**src/common/dcache_pkg.sv**
```systemverilog
// Data cache shared definitions

package dcache_pkg;

  // ============================================================
  // Cache geometry
  // ============================================================

  // Physical address width of the load path
  localparam int AWID = 32;

  // Four ways of 128 sets each
  localparam int NWAYS = 4;
  localparam int NSETS = 128;

  // 64-byte lines, so six offset bits and seven index bits
  localparam int OFFS_BITS = 6;
  localparam int NDX_BITS = 7;

  // Width of a way number
  localparam int WAY_BITS = 2;

  // A line holds sixteen 32-bit words
  localparam int WORD_BITS = 32;
  localparam int LINE_WORDS = 16;

  // ============================================================
  // Basic types
  // ============================================================

  typedef logic [AWID-1:0] phys_addr_t;

  // The tag is every address bit above the line offset and so includes the index
  typedef logic [AWID-OFFS_BITS-1:0] tag_t;
  typedef logic [NDX_BITS-1:0] ndx_t;
  typedef logic [WAY_BITS-1:0] way_t;
  typedef logic [WORD_BITS-1:0] word_t;

  // Word k of a line sits at index k
  typedef word_t [LINE_WORDS-1:0] line_t;

  // Everything one set holds, indexed by way
  typedef tag_t [NWAYS-1:0] tag_set_t;
  typedef line_t [NWAYS-1:0] line_set_t;

  // One valid bit per set for a single way
  typedef logic [NSETS-1:0] valid_vec_t;

  // ============================================================
  // Structs exchanged between blocks
  // ============================================================

  typedef struct packed {
    phys_addr_t adr;
  } cpu_req_t;

  typedef struct packed {
    word_t data;
  } cpu_rsp_t;

  // One refill write, shared by the way RAMs, valid store and victim selector
  typedef struct packed {
    way_t way;
    ndx_t ndx;
    tag_t tag;
    line_t line;
  } fill_t;

endpackage

```
**src/dcache/dcache_hit.sv**
```systemverilog
// Four-way hit detector

`timescale 1ns/1ps

module dcache_hit (
  input  logic                                              clk,
  input  logic                                              rst,
  input  dcache_pkg::tag_set_t                              tags,
  input  dcache_pkg::ndx_t                                  ndx,
  input  dcache_pkg::phys_addr_t                            adr,
  input  dcache_pkg::valid_vec_t [dcache_pkg::NWAYS-1:0]    valid,
  output logic [dcache_pkg::NWAYS-1:0]                      hits,
  output logic                                              hit,
  output dcache_pkg::way_t                                  rway
);

  // A way hits when its stored tag matches and its valid bit for this set is up
  always_comb
  begin
    for (int w = 0; w < dcache_pkg::NWAYS; w++)
    begin
      hits[w] = (tags[w] == adr[dcache_pkg::AWID-1:dcache_pkg::OFFS_BITS]) && valid[w][ndx];
    end
  end

  // Register the hit flag and the lowest way that hit
  always_ff @(posedge clk)
  begin
    if (rst)
    begin
      hit  <= 1'b0;
      rway <= '0;
    end
    else
    begin
      hit <= |hits;
      // With no hit the previous way stays on rway
      // Walk downwards so the lowest hitting way is the one that sticks
      for (int w = dcache_pkg::NWAYS - 1; w >= 0; w--)
      begin
        if (hits[w])
          rway <= dcache_pkg::way_t'(w);
      end
    end
  end

endmodule

```
**config.mk**
```make
export PLATFORM = sky130hd
export DESIGN_NAME = dcache_hit
export DESIGN_NICKNAME = d
export VERILOG_FILES = /design/src/common/dcache_pkg.sv /design/src/dcache/dcache_hit.sv
export SDC_FILE = /design/constraint.sdc
export NUM_CORES = 1
export LEC_CHECK = 0
export ABC_AREA = 1
export BUFFER_PORTS_ARGS = -buffer_cell sky130_fd_sc_hd__buf_4
export CORE_AREA = 2 2 260 262
export CTS_CLUSTER_DIAMETER = 50
export CTS_CLUSTER_SIZE = 25
export DETAILED_ROUTE_END_ITERATION = 7
export DIE_AREA = 0 0 262 264
export PLACE_DENSITY_LB_ADDON = 0.12
export SLEW_MARGIN = 10
export SYNTH_ARGS = -nofsm -noshare
export SYNTH_HDL_FRONTEND = slang
export SYNTH_SLANG_ARGS = --single-unit
export TNS_END_PERCENT = 20
```
**constraint.sdc**
```tcl
create_clock -name clk -period 1.9 [get_ports clk]
set_input_delay 0.095 -clock clk [delete_from_list [all_inputs] [get_ports clk]]
set_output_delay 0.095 -clock clk [all_outputs]
set_load 0.05 [all_outputs]
```
==> metrics.txt <==
status=finished with violations; failing checks=negative setup slack; wire per inst=approximately 22 microns; post-layout min period=1980 ps; GRT Total Usage=0.182; CP Launch Type=input port; Worst EP arrival=about 1900 ps; die area=about 0.069 sq mm; Setup CP Type=input port to primary output; Detailed Route Iter0 Violations=slightly above 800; CTS tree=yes; # IOs=between 600 and 700; CP Data Required Time=around 1800 ps; clk_lat worst skew=between 200 and 250 ps; Area after DPL=0.0134 sq mm; register area share after synthesis=0.00882; commonest non-fill, non-tap cell in the layout=buf_4; hold_ws=39.0 ps; die width=about 260 microns; Area Overhead vs Synth=128%; XOR/XNOR Fraction of Synth Area=0.0824; final wirelength=66,100 microns; largest family of logic cells by synthesized area=simple AND/OR/NAND/NOR gates; Adder-Cell Fraction of Synth Area=0; Highest Clock Rate=just over 500 MHz; first-pass iteration count of the detailed router=5; max_slew headroom=0.589; fin cells=3,047; number of global-route vias before repair=approximately 13,000; Post-Synth Simple-Gate Area=0.768; ANT nets after route=0; most frequent cells in the layout=775 x buf_4, 598 x nand2_1, 359 x nand3_1; initial antenna violation count=14; # DRC=0; post-synth cell types=25; Worst Path Max Fanout=8; measured slew at the worst slew-check pin=about 600 ps; total core area=roughly 0.067 sq mm; cells after synthesis=~1,400; crit end category=primary output; H-tree lvl count=1; max-slew violations=0; via count=12,700; max cap viols=0; Tightest Hold Check Type=input port to flop; Nets=approximately 2,800; leak pwr=7.83 nW; RSZ-0062 raised after global routing=true; DP HPWL=between 50,000 and 60,000 microns; synth warn=0; compound-gate portion of the synthesized area=0.00754; final worst setup slack=-78.7 ps; Final Hold Vio Count=0; period utilization=1.04; largest net degree at the start of global routing=54; Clock Sink Count=3; post-synthesis mux area share=0; Post-Synthesis Mean Instance Area=about 4.7 sq um; IO Port Bufs=657; clock-pin slew on the worst setup and hold paths=30 ps; clock tree buffer depth=2; Initial Util=0.102; row count=between 90 and 100; RD Place Congestion=around 0.90; global-route wire length before repair=between 90,000 and 100,000 microns; # setup viols final=4; post-cts hold buffer count=0; VDD IR max=0.280 mV; via/cell ratio=approximately 4.2; post-route cell area=around 0.016 sq mm; utilization after layout=0.234; flops & latches, synth=3; GRT overflow=0; placed instance count=2,986; layout cells sized above 1=0.483; TritonCTS Buffers=3; root buffer cell=clkbuf_16; Mapped Nets=2,091; skew final=0 ps; Pwr Density=approximately 260 mW/mm^2; Synth Cell Area=0.00681 sq mm; Die H=approximately 260 microns
-- per-layer routing --
layer	global-route usage	share of wire	vias up
li1	-	-	6191
met1	0.231	0.42	5969
met2	0.319	0.49	497
met3	0.0266	0.061	62
met4	0.0460	0.023	4
met5	0	0.00029	-
-- logic make-up (layout without fill, tap and decap cells) --
logic type / Yosys count / after routing
and+or+nand+nor: 1193 / 1193
buffers and inverters: 165 / 895
xor gates and xnor gates: 64 / 64
AOI/OAI and AO/OA: 9 / 9
DFF: 3 / 3
other: 0 / 10
-- worst paths after layout --
check / slack (ps) / depth (start not counted) / end / start
setup / recovery: -80 / 16 / hits[0] / ndx[0]
hold / removal: 40 / 2 / hit / rst
setup reg to reg: 1270 / 4 / rway[0] / rway[0]
hold reg to reg: 500 / 2 / rway[1] / rway[1]
-- flip-flops by register name, summed over array words and instances (netlist names) --
signal  flops
rway        2
hit         1
-- critical path, cell delays in order --
cell and delay, ps:
clkbuf_16 160, buf_16 160, buf_16 160, buf_16 160, buf_12 150, nand2_4 60
nand3_2 80, nand3_2 100, nand3_2 90, nand3_2 110, nand2_2 80, nand2_2 70
nand3_2 80, nand3_4 110, inv_2 40, buf_8 140
-- stage by stage --
stage          total power, mW  setup WS, ps  setup TNS (ps)
4_1_cts                   3.96         -82.4            -312
2_1_floorplan             1.27           316               0
3_3_place_gp              3.15          -467           -2600
3_5_place_dp              3.14          -475           -2570
6_report                  3.97         -78.7            -220
5_1_grt                   4.28          -162            -761
-- synthesized netlist by cell type (all sizes together) --
library cell | count | share of area
nand4 | 15 | 0.014
o211ai | 1 | 0.0011
a21oi | 3 | 0.0022
xor2 | 17 | 0.022
o21ai | 4 | 0.0029
nor2 | 23 | 0.013
nand3 | 495 | 0.36
or2 | 23 | 0.021
xnor2 | 47 | 0.060
nor4 | 7 | 0.0064
nand2 | 624 | 0.34
buf | 97 | 0.096
o2111ai | 1 | 0.0013
nor4b | 2 | 0.0026
nor3 | 4 | 0.0029
dfxtp | 3 | 0.0088
inv | 49 | 0.027
clkbuf | 19 | 0.010
-- report_power, final --
group / internal (mW) / total (mW) / switching, mW
registers: 0.0634 / 0.0634 / 0.00000000540
logic: 1.87 / 3.56 / 1.69
clock network: 0.277 / 0.339 / 0.0617
total: 2.21 / 3.97 / 1.75
-- final cells by class --
type                            instances  area [sq um]
Tap cell                              873          1090
Clock buffer                            4          78.8
Timing Repair inverter                  1          8.76
Timing Repair Buffer                  841          7260
Sequential cell                         3          60.1
Fill cell                            7679         51000
Antenna cell                           10          25.0
Inverter                               49           204
Multi-Input combinational cell       1266          6820
-- repair_timing --
action / 4_1_cts / 5_1_grt
gates resized for setup: 209 / 49
gates cloned: 17 / 0
setup buffers: 31 / 2
pin swaps: 66 / 35
endpoints found under the setup margin: 7 / 7
Power figures use the tool's default switching activity.
