## src/common/dcache_pkg.sv

```systemverilog
// Data cache shared definitions

package dcache_pkg;

  // ============================================================
  // Cache geometry
  // ============================================================

  // Physical address width of the load path
  localparam int AWID = 32;

  // Four ways of 128 sets each
  localparam int NWAYS = 4;
  localparam int NSETS = 128;

  // 64-byte lines, so six offset bits and seven index bits
  localparam int OFFS_BITS = 6;
  localparam int NDX_BITS = 7;

  // Width of a way number
  localparam int WAY_BITS = 2;

  // A line holds sixteen 32-bit words
  localparam int WORD_BITS = 32;
  localparam int LINE_WORDS = 16;

  // ============================================================
  // Basic types
  // ============================================================

  typedef logic [AWID-1:0] phys_addr_t;

  // The tag is every address bit above the line offset and so includes the index
  typedef logic [AWID-OFFS_BITS-1:0] tag_t;
  typedef logic [NDX_BITS-1:0] ndx_t;
  typedef logic [WAY_BITS-1:0] way_t;
  typedef logic [WORD_BITS-1:0] word_t;

  // Word k of a line sits at index k
  typedef word_t [LINE_WORDS-1:0] line_t;

  // Everything one set holds, indexed by way
  typedef tag_t [NWAYS-1:0] tag_set_t;
  typedef line_t [NWAYS-1:0] line_set_t;

  // One valid bit per set for a single way
  typedef logic [NSETS-1:0] valid_vec_t;

  // ============================================================
  // Structs exchanged between blocks
  // ============================================================

  typedef struct packed {
    phys_addr_t adr;
  } cpu_req_t;

  typedef struct packed {
    word_t data;
  } cpu_rsp_t;

  // One refill write, shared by the way RAMs, valid store and victim selector
  typedef struct packed {
    way_t way;
    ndx_t ndx;
    tag_t tag;
    line_t line;
  } fill_t;

endpackage

```

## src/dcache/dcache_valid.sv

```systemverilog
// Valid-bit store

`timescale 1ns/1ps

module dcache_valid (
  input  logic                                              clk,
  input  logic                                              rst,
  input  logic                                              inv,
  input  logic                                              fill_en,
  input  dcache_pkg::fill_t                                 fill,
  output dcache_pkg::valid_vec_t [dcache_pkg::NWAYS-1:0]    valid
);

  // ============================================================
  // Valid flip-flops
  // ============================================================

  // One bit per way and set, all held in flops so a global clear takes one cycle
  // Invalidate wins over a fill arriving in the same cycle
  always_ff @(posedge clk)
  begin
    if (rst || inv)
    begin
      valid <= '0;
    end
    else if (fill_en)
    begin
      // The refilled way of the refilled set becomes usable
      valid[fill.way][fill.ndx] <= 1'b1;
    end
  end

  // Bits are never cleared one at a time since the cache holds no dirty data
  // and a refill only ever overwrites a way, so the only way down is a full clear

endmodule

```

## config.mk

```make
export PLATFORM = sky130hd
export DESIGN_NAME = dcache_valid
export DESIGN_NICKNAME = d
export VERILOG_FILES = /design/src/common/dcache_pkg.sv /design/src/dcache/dcache_valid.sv
export SDC_FILE = /design/constraint.sdc
export NUM_CORES = 1
export LEC_CHECK = 0
export ABC_CLOCK_PERIOD_IN_PS = 1850
export BUFFER_PORTS_ARGS = -buffer_cell sky130_fd_sc_hd__buf_2
export CORE_AREA = 2 2 410 412
export CTS_BUF_LIST = sky130_fd_sc_hd__clkbuf_2 sky130_fd_sc_hd__clkbuf_4 sky130_fd_sc_hd__clkbuf_8
export CTS_CLUSTER_DIAMETER = 30
export DETAILED_ROUTE_END_ITERATION = 16
export DIE_AREA = 0 0 412 414
export PLACE_DENSITY_LB_ADDON = 0.3
export SLEW_MARGIN = 15
export SYNTH_ARGS = -nofsm -noshare
export SYNTH_HDL_FRONTEND = slang
export SYNTH_SLANG_ARGS = --single-unit
```

## constraint.sdc

```tcl
create_clock -name clk -period 1.85 [get_ports clk]
set_input_delay 0.185 -clock clk [delete_from_list [all_inputs] [get_ports clk]]
set_output_delay 0.185 -clock clk [all_outputs]
set_load 0.005 [all_outputs]
```

==> flow_summary.yaml <==
run_status:
  status: "completed"
clocking:
  clock_sinks: 512
  cts_buffers: 139
  htreeDepth: 4
  clkLatencyLatePin_ns: 0.84
  cts_setup_buffers: 0
  clockRootBuffer: "clkbuf_8"
  clkTransAtPathRegs_ns: 0.05
  cts_tree: "done"
  cts_buffer_depth: 3
die:
  core_area_mm2: 0.166
  core.rowCount: 150
  die_area_mm2: 0.171
  die_h_um: 414
  initial_core_util: 0.0972
  io_pins: 1063
  dieWidth_um: 412
place:
  hpwl_mm: 64.2
  gp_congestion: 0.749
  numPortBuffers: 524
critical_path:
  critical_path_class: "in -> reg"
  crit_path_end_kind: "flip-flop"
  r2r_start: "valid[113]"
  rr_worst_depth: 3
  worst_setup_path_start_kind: "primary input"
  crit_required_ns: 2.63
  worst_ep_arrival_time_ns: 2.56
  reg2reg_slack_ns: 0.75
  cp_max_fo: 12
  reg2reg_to: "valid[113]"
timing:
  period_minus_slack_ns: 1.78
  worstMarginPinSlew_ns: 0.565
  whs_ns: 0.0947
  finalHoldViolCount: 0
  finalCritPeriodShare: 0.962
  fmax_mhz: 562
  rsz0062_at_grt: "no"
  slew_violations: 0
  fin_skew_ns: 0
  relSlewSlack: 0.623
  finalSetupViolCount: 0
cells_and_area:
  regMostFlops: "valid"
  drive_gt1_frac: 0.379
  nets: 2899
  syn_to_final_growth_pct: 60.1
  fillers: 19000
  largest_reg_flops: 512
  largest_registers: "valid (512)"
global_route:
  grt_pass1_wl_mm: 121
  grt_pass1_vias: 15100
  grt_max_degree: 87
  grt_remaining_overflow: 0
  antenna_found_initial: 12
  grt.total_usage: 0.103
drt:
  drtIter0Drc: 831
  routedWlPerCell_um: 19.1
  vias: 15100
  ant_nets: 0
  drt-pass1-iter-count: 5
  viasPerCell: 3.23
  drt_wl_total_mm: 89.2
  drc: 0
pwr:
  p_leak_uw: 0.0108
  p_switching_uw: 7030
  power.share.clock: 0.589
  vdd_drop_max_uv: 728
  p_per_area_mw_per_mm2: 1110
  intPower_uw: 21700
  p_seq_frac: 0.385
  pwr-share-comb: 0.026
  power_uw: 28700
  p_sw_frac: 0.245
run:
  maxCapViolations: 0
worst_hold_path:
  min_path_cells: 4
  min_to: "valid[121]"
  hold_path.class: "in -> reg"
  holdCritStartpoint: "fill[541]"
yosys:
  syn-instance-count: 1659
  synthDistinctLibCells: 37
  ys_ff_latch: 512
  synth.avg_cell_area_um2: 9.74
  syn_nets: 2210
  synth_warnings: 0
  seq_area_frac_synth: 0.634
  syn_area_mm2: 0.0162
==> per-layer routing <==
layer | track usage | wire length [um] | vias up
li1 | - | - | 7145
met1 | 0.119 | 37100 | 7123
met2 | 0.150 | 37800 | 678
met3 | 0.0628 | 11600 | 125
met4 | 0.0424 | 2700 | 2
met5 | 0 | 11 | -
==> worst max-delay path by stage <==
stage                    start          to  slack (ns)
finish               fill[543]  valid[116]        0.07
floorplan            fill[540]   valid[17]        0.48
detailed placement   fill[542]  valid[410]       -0.11
global placement     fill[541]  valid[413]       -0.07
global route        valid[475]  valid[475]       0.008
CTS                 valid[118]  valid[118]       0.004
==> placed cells by master (no fill, tap or decap), drive strengths merged, types with 9 or more instances in the layout <==
cell type | Yosys | final
buf | 36 | 629
dfxtp | 512 | 512
nand2 | 433 | 433
o21ai | 371 | 371
clkbuf | 79 | 188
a22o | 133 | 133
clkinv | 0 | 36
dlygate4sd3 | 0 | 31
nor2 | 23 | 23
bufinv | 0 | 13
nand3 | 12 | 12
nor3 | 11 | 11
clkinvlp | 0 | 9
inv | 1 | 9
==> final cells by class <==
cell class                      instances  area [um^2]  share of cell area
Multi-Input combinational cell       1031         5490               0.212
Clock inverter                         66          796              0.0307
Inverter                                1         3.75            0.000145
Sequential cell                       512        10200               0.396
Timing Repair Buffer                  663         4160               0.161
Antenna cell                            6         15.0            0.000580
Tap cell                             2204         2760               0.107
Clock buffer                          186         2410              0.0931
==> power by group through the flow <==
stage          clock [uW]  combinational (uW)  sequential (uW)
2_1_floorplan           0                 320            11300
3_3_place_gp            0                 729            11300
3_5_place_dp            0                 727            11300
4_1_cts             17500                 772            11100
5_1_grt             18100                 809            11000
6_report            16900                 750            11100
==> cells in the mapped netlist (all sizes together) <==
| library cell | number | share of area |
|---|---|---|
| nor2b | 3 | 0.0012 |
| buf | 36 | 0.013 |
| nor3 | 11 | 0.0057 |
| dfxtp | 512 | 0.63 |
| or2 | 3 | 0.0012 |
| nor4b | 5 | 0.0046 |
| nand3b | 2 | 0.00093 |
| nor4 | 1 | 0.0013 |
| nand2b | 2 | 0.00077 |
| nand4b | 4 | 0.0037 |
| nand4 | 3 | 0.0012 |
| inv | 1 | 0.00023 |
| and3 | 3 | 0.0012 |
| clkbuf | 79 | 0.018 |
| nand3 | 12 | 0.0037 |
| or3 | 2 | 0.0014 |
| and2 | 1 | 0.00039 |
| and4b | 1 | 0.00062 |
| and3b | 2 | 0.0011 |
| nor3b | 1 | 0.00046 |
| nand2 | 433 | 0.10 |
| a22o | 133 | 0.072 |
| and4bb | 6 | 0.0046 |
| o21ai | 371 | 0.11 |
| o31ai | 8 | 0.0037 |
| nor2 | 23 | 0.0084 |
| or3b | 1 | 0.00054 |
==> worst max-delay path, stage by stage <==
cell and delay, ns:
dlygate4sd3_1 0.57, clkbuf_4 0.29, buf_4 0.18, and4b_1 0.32
nand3_1 0.10, buf_4 0.20, o21ai_0 0.15, dlygate4sd3_1 0.57
==> through the flow <==
step                      instances   util  setup slack (ns)  TNS (ns)  cell area [um^2]
after floorplan                1659      -             0.485         0             16200
after global placement         4379  0.134           -0.0716    -0.598             22300
after detailed placement       4379  0.134            -0.112     -1.58             22300
after CTS                      4663  0.155           0.00432         0             25900
after global routing           4664  0.156           0.00802         0             25900
final                          4669  0.156            0.0701         0             25900
==> logic make-up (layout without fill, tap and decap cells) <==
group / count (synthesis) / in the layout / synth area share
AND/OR/NAND/NOR: 519 / 519 / 0.144
AO/OA/AOI/OAI: 512 / 512 / 0.191
flip-flops: 512 / 512 / 0.634
buffers and inverters: 116 / 916 / 0.0316
other: 0 / 6 / 0
==> what timing repair did <==
| item | CTS | global route |
|---|---|---|
| endpoints found under the setup margin | 2 | 7 |
| gates resized for setup | 2 | 6 |
| hold buffers | 32 | 0 |
| hold endpoints to repair | 101 | 0 |
Power figures use the tool's default switching activity.
